[config.mk]
export PLATFORM = sky130hd
export DESIGN_NAME = xvid_top
export DESIGN_NICKNAME = d
export VERILOG_FILES = /design/src/xvid_pkg.sv /design/src/bus_sync.sv /design/src/mem_port.sv /design/src/vram_init.sv /design/src/xvid_regs.sv /design/src/xvid_top.sv
export VERILOG_INCLUDE_DIRS = /design/src
export SDC_FILE = /design/constraint.sdc
export NUM_CORES = 1
export LEC_CHECK = 0
export BUFFER_PORTS_ARGS = -buffer_cell sky130_fd_sc_hd__buf_2
export CAP_MARGIN = 25
export CORE_UTILIZATION = 39
export CTS_CLUSTER_DIAMETER = 50
export CTS_CLUSTER_SIZE = 28
export DETAILED_ROUTE_END_ITERATION = 10
export GPL_ROUTABILITY_DRIVEN = 0
export PLACE_DENSITY_LB_ADDON = 0.05
export SYNTH_ARGS = -nofsm -noshare
export SYNTH_HDL_FRONTEND = slang
export SYNTH_SLANG_ARGS = --single-unit
export TNS_END_PERCENT = 10
[constraint.sdc]
create_clock -name clk -period 2.8 [get_ports clk]
set_input_delay 0.56 -clock clk [delete_from_list [all_inputs] [get_ports clk]]
set_output_delay 0.56 -clock clk [all_outputs]
set_load 0.005 [all_outputs]
[src/xvid_macros.svh]
/*
 * build-time constants for the video register block
 * include wherever a module needs the clear or synchronizer settings
 */
`ifndef XVID_MACROS_SVH
`define XVID_MACROS_SVH

// number of VRAM words written by the power-on clear
// default for a full tile map, xvid_top takes a smaller CLEAR_WORDS for simulation
`define XV_CLEAR_WORDS 4096

// value written to every cleared word (blue background, white space tile)
`define XV_CLEAR_DATA 16'h0220

// flip-flops on the bus select before edge detection
`define XV_SYNC_STAGES 2

`endif

[src/xvid_pkg.sv]
/*
 * shared types of the video register block
 * register map, word types, memory request and response bundles
 */
package xvid_pkg;

    typedef logic [15:0] word_t;            // VRAM/AUX data or address
    typedef logic [7:0]  byte_t;            // host bus byte

    // host visible register numbers, 10 to 15 unused
    typedef enum logic [3:0] {
        AUX_ADDR = 4'h0,
        CONST    = 4'h1,
        RD_ADDR  = 4'h2,
        WR_ADDR  = 4'h3,
        DATA     = 4'h4,
        DATA_2   = 4'h5,
        AUX_DATA = 4'h6,
        STATUS   = 4'h7,
        RD_INC   = 4'h8,
        WR_INC   = 4'h9
    } reg_num_t;

    // one completed host byte access
    typedef struct packed {
        logic     write;                    // single cycle strobe
        logic     read;                     // single cycle strobe
        reg_num_t reg_num;
        logic     bytesel;                  // 0 even, 1 odd
        byte_t    data;
    } bus_acc_t;

    // one memory access request, present while vram or aux is high
    typedef struct packed {
        logic  vram;
        logic  aux;
        logic  wr;
        word_t addr;
        word_t data;
    } mem_req_t;

    // read data returned to the register file
    typedef struct packed {
        logic  vram_valid;                  // one cycle pulse
        logic  aux_valid;                   // one cycle pulse
        word_t data;
    } mem_rsp_t;

    typedef enum logic [1:0] {
        INIT,
        CLEAR,
        DONE
    } init_state_t;

endpackage

[src/bus_sync.sv]
/*
 * brings the slow asynchronous host bus into the clock domain
 * one strobe per falling edge of the select, with the byte access captured
 */
`include "xvid_macros.svh"

module bus_sync (
    input  logic                clk,
    input  logic                reset_i,
    input  logic                bus_cs_n_i,
    input  logic                bus_rd_nwr_i,       // 0 write, 1 read
    input  logic                bus_bytesel_i,      // 0 even, 1 odd
    input  xvid_pkg::reg_num_t  bus_reg_num_i,
    input  xvid_pkg::byte_t     bus_data_i,
    output xvid_pkg::bus_acc_t  acc_o
);

    localparam int STAGES = `XV_SYNC_STAGES;

    logic [STAGES:0] cs_n_sync;             // top bit is the previous synced value
    logic            cs_fall;

    assign cs_fall = cs_n_sync[STAGES] & ~cs_n_sync[STAGES-1];

    always_ff @(posedge clk) begin
        // other bus pins are stable while select is low
        if (cs_fall) begin
            acc_o.reg_num <= bus_reg_num_i;
            acc_o.bytesel <= bus_bytesel_i;
            acc_o.data    <= bus_data_i;
        end

        if (reset_i) begin
            cs_n_sync   <= '1;              // deselected
            acc_o.write <= 1'b0;
            acc_o.read  <= 1'b0;
        end
        else begin
            cs_n_sync   <= {cs_n_sync[STAGES-1:0], bus_cs_n_i};
            acc_o.write <= cs_fall & ~bus_rd_nwr_i;
            acc_o.read  <= cs_fall & bus_rd_nwr_i;
        end
    end

endmodule

[src/mem_port.sv]
/*
 * shared VRAM/AUX port, clear requests win while the clear runs
 * pins hold while the video generator has the memory
 */
module mem_port (
    input  logic                clk,
    input  logic                reset_i,
    input  logic                vgen_sel_i,
    input  logic                clear_busy_i,
    input  xvid_pkg::mem_req_t  init_req_i,
    input  xvid_pkg::mem_req_t  regs_req_i,
    input  xvid_pkg::word_t     blit_data_i,    // VRAM read data
    input  xvid_pkg::word_t     aux_data_i,     // AUX read data
    output logic                blit_vram_sel_o,
    output logic                blit_aux_sel_o,
    output logic                blit_wr_o,
    output xvid_pkg::word_t     blit_addr_o,
    output xvid_pkg::word_t     blit_data_o,
    output xvid_pkg::mem_rsp_t  rsp_o
);

    xvid_pkg::mem_req_t req;
    logic               req_new;
    logic               free;
    logic               vram_rd_ack;
    logic               aux_rd_ack;

    assign req     = clear_busy_i ? init_req_i : regs_req_i;
    assign req_new = req.vram | req.aux;
    assign free    = ~vgen_sel_i;

    always_ff @(posedge clk) begin
        if (reset_i) begin
            blit_vram_sel_o <= 1'b0;
            blit_aux_sel_o  <= 1'b0;
            blit_wr_o       <= 1'b0;
            vram_rd_ack     <= 1'b0;
            aux_rd_ack      <= 1'b0;
        end
        else begin
            // read completes in a free cycle, data comes back next cycle
            vram_rd_ack <= blit_vram_sel_o & ~blit_wr_o & free;
            aux_rd_ack  <= blit_aux_sel_o & ~blit_wr_o & free;

            if (req_new) begin
                blit_vram_sel_o <= req.vram;    // replaces any held access
                blit_aux_sel_o  <= req.aux;
                blit_wr_o       <= req.wr;
            end
            else if (free) begin
                blit_vram_sel_o <= 1'b0;
                blit_aux_sel_o  <= 1'b0;
                blit_wr_o       <= 1'b0;
            end
        end
    end

    always_ff @(posedge clk) begin
        if (req_new) begin
            blit_addr_o <= req.addr;
            blit_data_o <= req.data;
        end
    end

    assign rsp_o.vram_valid = vram_rd_ack;
    assign rsp_o.aux_valid  = aux_rd_ack;
    assign rsp_o.data       = aux_rd_ack ? aux_data_i : blit_data_i;

endmodule

[src/vram_init.sv]
/*
 * power-on VRAM clear, one word per free memory cycle
 * video output is enabled once the last word is written
 */
`include "xvid_macros.svh"

module vram_init #(
    parameter int unsigned CLEAR_WORDS = `XV_CLEAR_WORDS
) (
    input  logic                clk,
    input  logic                reset_i,
    input  logic                vgen_sel_i,     // video generator owns memory
    output logic                clear_busy_o,
    output xvid_pkg::mem_req_t  req_o,
    output logic                vgen_ena_o
);

    xvid_pkg::init_state_t state;
    logic [16:0]           clear_cnt;           // words issued so far
    logic                  all_issued;
    logic                  issue;

    assign all_issued = (clear_cnt == 17'(CLEAR_WORDS));
    assign issue      = (state == xvid_pkg::CLEAR) & ~all_issued & ~vgen_sel_i;

    always_ff @(posedge clk) begin
        if (reset_i) begin
            state     <= xvid_pkg::INIT;
            clear_cnt <= '0;
        end
        else begin
            case (state)
                xvid_pkg::INIT: state <= xvid_pkg::CLEAR;
                xvid_pkg::CLEAR: begin
                    if (issue) begin
                        clear_cnt <= clear_cnt + 17'd1;
                    end
                    // free cycle here completes the last write on the pins
                    if (all_issued && !vgen_sel_i) begin
                        state <= xvid_pkg::DONE;
                    end
                end
                default: ;
            endcase
        end
    end

    assign req_o.vram = issue;
    assign req_o.aux  = 1'b0;
    assign req_o.wr   = 1'b1;
    assign req_o.addr = clear_cnt[15:0];
    assign req_o.data = `XV_CLEAR_DATA;

    assign clear_busy_o = (state != xvid_pkg::DONE);
    assign vgen_ena_o   = (state == xvid_pkg::DONE);

endmodule

[src/xvid_regs.sv]
/*
 * host register file, assembles 16-bit values from byte writes
 * and turns data register accesses into VRAM or AUX requests
 */
module xvid_regs (
    input  logic                clk,
    input  logic                reset_i,
    input  xvid_pkg::bus_acc_t  acc_i,
    input  xvid_pkg::mem_rsp_t  rsp_i,
    input  logic                clear_busy_i,
    output xvid_pkg::mem_req_t  req_o,
    output xvid_pkg::byte_t     bus_data_o
);

    xvid_pkg::word_t    reg_aux_addr;       // AUX address, auto increments
    xvid_pkg::word_t    reg_const;
    xvid_pkg::word_t    reg_rd_addr;
    xvid_pkg::word_t    reg_wr_addr;
    xvid_pkg::word_t    reg_rd_inc;
    xvid_pkg::word_t    reg_wr_inc;

    xvid_pkg::byte_t    reg_data_even;      // even byte of DATA/DATA_2
    xvid_pkg::byte_t    reg_other_even;     // even byte of any other register
    xvid_pkg::reg_num_t reg_other_reg;      // owner of reg_other_even

    xvid_pkg::word_t    vram_rd_data;
    xvid_pkg::word_t    aux_rd_data;

    xvid_pkg::byte_t    even_byte;
    xvid_pkg::word_t    odd_word;
    xvid_pkg::word_t    rd_word;
    logic               wr_even;
    logic               wr_odd;
    logic               rd_odd;
    logic               is_data;

    assign wr_even = acc_i.write & ~acc_i.bytesel;
    assign wr_odd  = acc_i.write & acc_i.bytesel;
    assign rd_odd  = acc_i.read & acc_i.bytesel;
    assign is_data = (acc_i.reg_num == xvid_pkg::DATA) || (acc_i.reg_num == xvid_pkg::DATA_2);

    // a stale even byte from another register reads as zero
    assign even_byte = (reg_other_reg == acc_i.reg_num) ? reg_other_even : 8'h00;
    assign odd_word  = {even_byte, acc_i.data};

    always_ff @(posedge clk) begin
        if (reset_i) begin
            reg_aux_addr   <= '0;
            reg_const      <= '0;
            reg_rd_addr    <= '0;
            reg_wr_addr    <= '0;
            reg_rd_inc     <= '0;
            reg_wr_inc     <= '0;
            reg_data_even  <= '0;
            reg_other_even <= '0;
            reg_other_reg  <= xvid_pkg::AUX_ADDR;
        end
        else begin
            if (wr_even) begin
                case (acc_i.reg_num)
                    xvid_pkg::AUX_ADDR: reg_aux_addr[15:8] <= acc_i.data;
                    xvid_pkg::RD_ADDR:  reg_rd_addr[15:8]  <= acc_i.data;
                    xvid_pkg::WR_ADDR:  reg_wr_addr[15:8]  <= acc_i.data;
                    xvid_pkg::DATA,
                    xvid_pkg::DATA_2:   reg_data_even      <= acc_i.data;
                    default: begin
                        reg_other_even <= acc_i.data;
                        reg_other_reg  <= acc_i.reg_num;
                    end
                endcase
            end

            if (wr_odd) begin
                case (acc_i.reg_num)
                    xvid_pkg::AUX_ADDR: reg_aux_addr[7:0] <= acc_i.data;
                    xvid_pkg::CONST:    reg_const         <= odd_word;
                    xvid_pkg::RD_ADDR:  reg_rd_addr[7:0]  <= acc_i.data;
                    xvid_pkg::WR_ADDR:  reg_wr_addr[7:0]  <= acc_i.data;
                    xvid_pkg::DATA,
                    xvid_pkg::DATA_2:   reg_wr_addr       <= reg_wr_addr + reg_wr_inc;
                    xvid_pkg::AUX_DATA: reg_aux_addr      <= reg_aux_addr + 16'd1;
                    xvid_pkg::RD_INC:   reg_rd_inc        <= odd_word;
                    xvid_pkg::WR_INC:   reg_wr_inc        <= odd_word;
                    default: ;                          // STATUS and unused are read only
                endcase
            end

            if (rd_odd && is_data) begin
                reg_rd_addr <= reg_rd_addr + reg_rd_inc;    // next word prefetched
            end
        end
    end

    always_ff @(posedge clk) begin
        if (rsp_i.vram_valid) begin
            vram_rd_data <= rsp_i.data;
        end
        if (rsp_i.aux_valid) begin
            aux_rd_data <= rsp_i.data;
        end
    end

    // request goes out in the strobe cycle, mem_port puts it on the pins
    always_comb begin
        req_o.vram = 1'b0;
        req_o.aux  = 1'b0;
        req_o.wr   = 1'b0;
        req_o.addr = reg_wr_addr;
        req_o.data = {reg_data_even, acc_i.data};

        if (wr_odd) begin
            case (acc_i.reg_num)
                xvid_pkg::AUX_ADDR: begin
                    req_o.aux  = 1'b1;                  // read at new address
                    req_o.addr = {reg_aux_addr[15:8], acc_i.data};
                end
                xvid_pkg::RD_ADDR: begin
                    req_o.vram = 1'b1;
                    req_o.addr = {reg_rd_addr[15:8], acc_i.data};
                end
                xvid_pkg::DATA,
                xvid_pkg::DATA_2: begin
                    req_o.vram = 1'b1;
                    req_o.wr   = 1'b1;
                end
                xvid_pkg::AUX_DATA: begin
                    req_o.aux  = 1'b1;
                    req_o.wr   = 1'b1;
                    req_o.addr = reg_aux_addr;
                    req_o.data = odd_word;
                end
                default: ;
            endcase
        end

        if (rd_odd && is_data) begin
            req_o.vram = 1'b1;
            req_o.addr = reg_rd_addr;
        end
    end

    always_comb begin
        case (acc_i.reg_num)
            xvid_pkg::AUX_ADDR: rd_word = reg_aux_addr;
            xvid_pkg::CONST:    rd_word = reg_const;
            xvid_pkg::RD_ADDR:  rd_word = reg_rd_addr;
            xvid_pkg::WR_ADDR:  rd_word = reg_wr_addr;
            xvid_pkg::DATA,
            xvid_pkg::DATA_2:   rd_word = vram_rd_data;
            xvid_pkg::AUX_DATA: rd_word = aux_rd_data;
            xvid_pkg::STATUS:   rd_word = {clear_busy_i, 7'h00, clear_busy_i, 7'h00};
            default:            rd_word = '0;   // increments are write only
        endcase
        bus_data_o = acc_i.bytesel ? rd_word[7:0] : rd_word[15:8];     // high byte on even lane
    end

endmodule

[src/xvid_top.sv]
/*
 * video controller host register block
 * bus in, VRAM/AUX port and video enable out
 */
`include "xvid_macros.svh"

module xvid_top #(
    parameter int unsigned CLEAR_WORDS = `XV_CLEAR_WORDS
) (
    input  logic                clk,
    input  logic                reset_i,
    input  logic                bus_cs_n_i,
    input  logic                bus_rd_nwr_i,
    input  logic                bus_bytesel_i,
    input  xvid_pkg::reg_num_t  bus_reg_num_i,
    input  xvid_pkg::byte_t     bus_data_i,
    output xvid_pkg::byte_t     bus_data_o,
    input  logic                vgen_sel_i,
    output logic                vgen_ena_o,
    output logic                blit_vram_sel_o,
    output logic                blit_aux_sel_o,
    output logic                blit_wr_o,
    output xvid_pkg::word_t     blit_addr_o,
    input  xvid_pkg::word_t     blit_data_i,
    output xvid_pkg::word_t     blit_data_o,
    input  xvid_pkg::word_t     aux_data_i
);

    xvid_pkg::bus_acc_t acc;
    xvid_pkg::mem_req_t regs_req;
    xvid_pkg::mem_req_t init_req;
    xvid_pkg::mem_rsp_t rsp;
    logic               clear_busy;

    bus_sync u_bus_sync (
        .clk            (clk),
        .reset_i        (reset_i),
        .bus_cs_n_i     (bus_cs_n_i),
        .bus_rd_nwr_i   (bus_rd_nwr_i),
        .bus_bytesel_i  (bus_bytesel_i),
        .bus_reg_num_i  (bus_reg_num_i),
        .bus_data_i     (bus_data_i),
        .acc_o          (acc)
    );

    xvid_regs u_regs (
        .clk            (clk),
        .reset_i        (reset_i),
        .acc_i          (acc),
        .rsp_i          (rsp),
        .clear_busy_i   (clear_busy),
        .req_o          (regs_req),
        .bus_data_o     (bus_data_o)
    );

    vram_init #(
        .CLEAR_WORDS    (CLEAR_WORDS)
    ) u_init (
        .clk            (clk),
        .reset_i        (reset_i),
        .vgen_sel_i     (vgen_sel_i),
        .clear_busy_o   (clear_busy),
        .req_o          (init_req),
        .vgen_ena_o     (vgen_ena_o)
    );

    mem_port u_mem (
        .clk             (clk),
        .reset_i         (reset_i),
        .vgen_sel_i      (vgen_sel_i),
        .clear_busy_i    (clear_busy),
        .init_req_i      (init_req),
        .regs_req_i      (regs_req),
        .blit_data_i     (blit_data_i),
        .aux_data_i      (aux_data_i),
        .blit_vram_sel_o (blit_vram_sel_o),
        .blit_aux_sel_o  (blit_aux_sel_o),
        .blit_wr_o       (blit_wr_o),
        .blit_addr_o     (blit_addr_o),
        .blit_data_o     (blit_data_o),
        .rsp_o           (rsp)
    );

endmodule
==> Word level (Yosys, flattened, before mapping) <==
Index checks and enable logic that the tools add are counted.
{ "word_totals": {"regBits": 222, "output_inout_bits": 44, "input_bits": 50, "word_cells": 130} }
{ "classes": {"reduce_logical": 28, "n_bitwise": 20, "n_mux": 33, "eq_ne": 16, "n_addsub": 4} }
{ "op_table": {"columns": ["cell", "count"], "rows": [
  ["case mux 16 bit (7 select lines)", 1],
  ["2-to-1 mux 16 bit", 6],
  ["2-to-1 mux 8 bit", 11],
  ["2-to-1 mux 35 bit", 2],
  ["case mux 16 bit (3 select lines)", 1],
  ["adder 16 bit", 2],
  ["case mux 8 bit (2 select lines)", 2],
  ["AND reduction 2 bit", 11],
  ["adder 17 x 1 -> 17 bit (second input constant)", 1],
  ["equality test 17 x 13 -> 1 bit (second input constant)", 1],
  ["adder 16 x 1 -> 16 bit (second input constant)", 1],
  ["equality test 4 x 3 -> 1 bit (second input constant)", 4],
  ["bitwise AND 1 bit", 12],
  ["nonzero test 2 bit", 6],
  ["equality test 4 x 2 -> 1 bit (second input constant)", 2],
  ["equality test 4 bit (second input constant)", 2],
  ["2-to-1 mux 1 bit", 8],
  ["NOT 1 bit", 7],
  ["OR reduction 3 bit", 2],
  ["OR reduction 5 bit", 1],
  ["equality test 4 x 1 -> 1 bit (second input constant)", 1],
  ["equality test 4 bit", 1],
  ["logical NOT 4 bit", 1],
  ["!= test 2 bit (second input constant)", 2],
  ["other kinds (11)", 13]
]} }

==> Logic depth before layout (Yosys ltp) <==
{ "depth": {"ltp_word": 8, "ltp_mapped": 9, "depth_no_buf": 8} }

==> Hierarchy <==
A second synthesis with hierarchy kept.
{ "hier_totals": {"cells_unflattened": 1344, "area_unflattened_um2": 12174.2} }
{ "modules_own_cells": {"columns": ["module", "instances", "area_per_inst_um2", "seq_area_each_um2", "cells_each"], "rows": [
  ["xvid_regs", 1, 8659.6, 3283.1, 1063],
  ["mem_port", 1, 1778.0, 1061.0, 109],
  ["vram_init", 1, 1193.6, 380.4, 148],
  ["bus_sync", 1, 543.0, 490.5, 24]
]} }

==> Worst setup path before layout <==
OpenSTA, ideal clock, no wires.
{ "synth_timing": {"path_kind": "flip-flop to flip-flop", "start": "register u_bus_sync.acc_o[11] in the netlist's numbering", "end": "register u_mem.blit_wr_o", "synth_period_minus_slack_ns": 2.547, "setup_time_ns": 0.132, "path_buffers": 2, "path_slack_ns": 0.253, "t_arrival_ns": 2.416, "required_ns": 2.668, "stages_incl_launch_ff": 9, "path_cell_list": "edfxtp_1 buf_4 buf_4 nor3b_4 or2_2 a32oi_1 nand2_1 a21oi_1 nor3_1"} }
{ "synth_between": {"elab_chain_cells": 8, "elab_cells_between_ends": 19, "classes_between": "5 x eq/ne; 7 x mux; 1 x bitwise; 6 x reduce/logical"} }
{ "synth_lines": {"columns": ["item", "line", "rtl"], "rows": [
  ["start, declared", "bus_sync.sv:15", "output xvid_pkg::bus_acc_t acc_o"],
  ["equality test 4 x 2 -> 1 bit or equality test 4 x 3 -> 1 bit (tied branches)", "xvid_regs.sv:112, xvid_regs.sv:40", null],
  ["OR reduction 3 bit (no source line)", null, null],
  ["2-to-1 mux 1 bit", "xvid_regs.sv:112", "case (acc_i.reg_num)"],
  ["2-to-1 mux 35 bit", "xvid_regs.sv:111", "if (wr_odd) begin"],
  ["2-to-1 mux 1 bit", "xvid_regs.sv:136", "if (rd_odd && is_data) begin"],
  ["2-to-1 mux 35 bit *", "mem_port.sv:28", "assign req = clear_busy_i ? init_req_i : regs_req_i;"],
  ["OR 1 bit *", "mem_port.sv:29", "assign req_new = req.vram | req.aux;"],
  ["named net u_mem.req_new", "mem_port.sv:23", "logic req_new;"],
  ["!= test 2 x 1 -> 1 bit (no source line) or 2-to-1 mux 1 bit (tied branches)", null, null],
  ["end signal, assigned", "mem_port.sv:48", "blit_wr_o <= req.wr;"],
  ["end, declared", "mem_port.sv:16", "output logic blit_wr_o,"]
]} }
Mark *: on every way through the listed nets, which the timed path passes. The rest lies on a longest branch.
A chain may end at the register's enable or synchronous reset.

==> Worst setup path after layout <==
{ "layout_timing": {"start": "register u_bus_sync.acc_o[9] in the netlist's numbering", "end": "output port bus_data_o[3]"} }
{ "layout_between": {"elab_chain_cells": 4, "elab_cells_between_ends": 11, "classes_between": "7 x eq/ne; 2 x mux; 2 x reduce/logical"} }
{ "layout_lines": {"columns": ["item", "line", "rtl"], "rows": [
  ["equality test 4 x 3 -> 1 bit", "xvid_regs.sv:143", "case (acc_i.reg_num)"],
  ["OR reduction 2 bit", "xvid_regs.sv:143", null],
  ["case mux 16 bit (7 select lines) *", "xvid_regs.sv:143", null],
  ["2-to-1 mux 8 bit *", "xvid_regs.sv:154", "bus_data_o = acc_i.bytesel ? rd_word[7:0] : rd_word[15:8];"],
  ["end, declared", "xvid_top.sv:17", "output xvid_pkg::byte_t bus_data_o,"]
]} }
Every way passes the cells marked *; elsewhere a longest branch is shown, timed or not.

==> summary.md <==
| Metric | Value |
|---|---|
| Synthesized area per cell | `9.19 um2` |
| Die area | `29900 um2` |
| Pre-CTS setup slack | `0.164 ns` |
| Critical Path RT | `2.24 ns` |
| Gr ovfl total | `0` |
| WHS Path Cells | `1` |
| Routed len/inst | `22.2 um` |
| Vias in the first global route | `9526` |
| Reg clk slew, reported paths | `0.06 ns` |
| Sink Count | `222` |
| Core box area | `28700 um2` |
| Pwr dens | `580 nW/um2` |
| Leakage | `5.16 nW` |
| Placed Area | `12500 um2` |
| R2R setup slack | `0.23 ns` |
| First-pass GRT wire length | `59.5 mm` |
| Max H-tree Level | `2` |
| # Max-Cap Violations | `0` |
| Chip height | `173 um` |
| Most frequent cells in the layout | `nand2_1, dfxtp_1, a21oi_1` |
| Min Hold Slack | `0.224 ns` |
| RSZ-0062 raised after global routing | `true` |
| Port bufs | `93` |
| Largest register FFs | `17` |
| Post-Syn Nets | `1324` |
| CTS tree | `done` |
| Setup-failing EPs final | `8` |
| Synth Warn # | `0` |
| Clk_skew | `0.0186 ns` |
| CP Capture Type | `output pin` |
| Yosys reg bits | `222` |
| Top_reg_cell synth | `dfxtp_1` |
| TritonCTS Buffers | `35` |
| Worst setup path class | `reg2out` |
| Min Tclk post-route | `2.98 ns` |
| Startpoint types | `flip-flop` |
| Drt pass-1 iters | `9` |
| Row count | `62` |
| Worst Max-Slew Pin Slew | `1.01 ns` |
| Worst R2R End | `u_regs.reg_rd_addr[13]$_SDFFE_PP0P_` |
| Worst EP arrival | `2.42 ns` |
| Ports | `94` |
| Initial Utilization | `39.7%` |
| Via density | `5.73` |
| Pin count of the biggest net entering global routing | `83` |
| Hold WC Path Type | `in2reg` |
| Status | `complete, but fails checks` |
| Post-synthesis cell area | `11400 um2` |
| Most flops, register | `u_init.clear_cnt` |
| Design Area, Final | `13800 um2` |
| Final Hold Viols | `0` |
| Final setup margin | `-0.180 ns` |
| Area Overhead vs Synth | `21.3%` |
| Critical-path maximum fanout | `6` |
| Total track usage | `26.1%` |
| Post-synth EDFFs | `77` |
| Nets | `1446` |
| Async set or reset register ratio after synthesis | `0%` |
| Bufs on Longest Clock Path | `3` |
| Max Fclk | `336 MHz` |
| Count of different cell masters after synthesis | `78` |
| R2R depth | `8` |
| Worst-Skew Late Latency | `0.51 ns` |
| Share of cells above drive strength 1 | `20.6%` |
| Syn Inst Count | `1239` |
| DRT antenna net count | `0` |
| # DRC | `0` |
| Commonest non-fill, non-tap cell in the layout | `nand2_1` |
| Failing checks | `negative setup slack` |
| Hpwl dp | `28.0 mm` |
| Reg2reg start | `u_bus_sync.acc_o[10]$_DFFE_PP_` |
| Hold Path End | `u_bus_sync.acc_o[0]$_DFFE_PP_` |
| Diodes inserted | `0` |
| Drt total wl | `39.2 mm` |
| Worst Hold Launch | `bus_data_i[0]` |
| Slew Limit Fails | `0` |
| Die W | `173 um` |
| Via Count | `10.2k` |
| Period utilization | `106%` |
| Register area share after synthesis | `45.8%` |
| DRT iter0 DRCs | `949` |
| Root Driver | `clkbuf_16` |
| Slew headroom | `32.4%` |
| VDD IR max | `0.372 mV` |
| Antenna violations before repair | `0` |
[per-stage QoR]
step / TNS, ns / total power, mW / utilization [%] / std cells
after global placement: 0 / 3.74 / 43.6 / 1697
after floorplan: 0 / 3.59 / - / 1239
after detailed placement: 0 / 3.74 / 43.6 / 1697
after CTS: -0.920 / 8.07 / 47.9 / 1767
final: -1.04 / 8.00 / 48.1 / 1771
after global routing: -1.82 / 8.23 / 48.1 / 1771
[where the power goes]
part           switching, mW  internal (mW)
Clock                   1.73           2.59
Sequential            0.0225           3.37
Combinational          0.172          0.111
Total                   1.93           6.08
[per-layer routing]
metal	GRT usage, %	vias up	wire length (um)	part of all wire [%]
met5	0	-	0	0
met4	7.01	0	871	2.2
met3	4.51	61	3100	7.9
met2	40.8	420	17500	45
met1	37.2	4894	17800	45
li1	-	4778	-	-
[timing repair]
action,4_1_cts,5_1_grt
pin swaps,6,3
buffers inserted,7,2
hold buffers,0,0
setup endpoints to repair,8,9
gates cloned,0,1
gates resized for setup,11,5
[synthesized netlist by cell type (all sizes together) (13+ instances only)]
master | number | area share (%)
a21oi | 117 | 5.1
dfxtp | 145 | 26
a221oi | 14 | 1.1
ha | 33 | 3.6
nor2 | 106 | 3.7
inv | 14 | 0.46
mux2 | 19 | 1.9
o21ai | 51 | 2.2
a31oi | 20 | 1.1
nand3 | 34 | 1.5
xnor2 | 20 | 1.5
clkbuf | 53 | 1.7
a222oi | 16 | 1.4
buf | 34 | 1.6
xor2 | 22 | 1.7
and3 | 13 | 0.71
nand2 | 199 | 6.6
and2 | 21 | 1.2
edfxtp | 77 | 20
mux2i | 42 | 3.7
nor3 | 17 | 0.79
nand4 | 20 | 1.1
a22oi | 15 | 1.0
[cells by family (layout without fill, tap and decap cells)]
kind of cell / count (synthesis) / count (layout) / share of synthesized area [%]
compound gates: 311 / 311 / 17.7
xor+xnor: 42 / 42 / 3.23
fa+ha+maj: 35 / 35 / 3.98
buf+inv: 102 / 250 / 3.86
flops: 222 / 222 / 45.8
mux: 61 / 61 / 5.57
simple gates: 466 / 466 / 19.8
[how the worst max path moves through the flow]
stage / start / cells after the start / slack, ns / endpoint
4_1_cts: u_bus_sync.acc_o[10]$_DFFE_PP_ / 9 / -0.15 / bus_data_o[3]
2_1_floorplan: u_bus_sync.acc_o[11]$_DFFE_PP_ / 8 / 0.25 / u_mem.blit_wr_o$_SDFFE_PP0P_
3_5_place_dp: u_bus_sync.acc_o[10]$_DFFE_PP_ / 7 / 0.16 / u_regs.reg_rd_addr[13]$_SDFFE_PP0P_
3_3_place_gp: u_bus_sync.acc_o[9]$_DFFE_PP_ / 7 / 0.22 / bus_data_o[2]
6_report: u_bus_sync.acc_o[9]$_DFFE_PP_ / 8 / -0.18 / bus_data_o[3]
5_1_grt: u_bus_sync.acc_o[10]$_DFFE_PP_ / 9 / -0.26 / bus_data_o[3]
[cell type report]
type	count	area (um2)
Fill cell	2840	14900
Inverter	15	56.3
Clock buffer	40	937
Timing Repair Buffer	172	1110
Multi-Input combinational cell	915	5790
Tap cell	384	480
Sequential cell	222	5220
Clock inverter	23	225
[worst max-delay path: stages, from the launching register on]
cell      delay [ns]
edfxtp_1        0.40
buf_4           0.16
nor4bb_4        0.44
buf_4           0.24
a222oi_1        0.10
nand4_1         0.17
a21oi_2         0.04
a31oi_1         0.20
buf_2           0.16
Power figures use the tool's default switching activity.
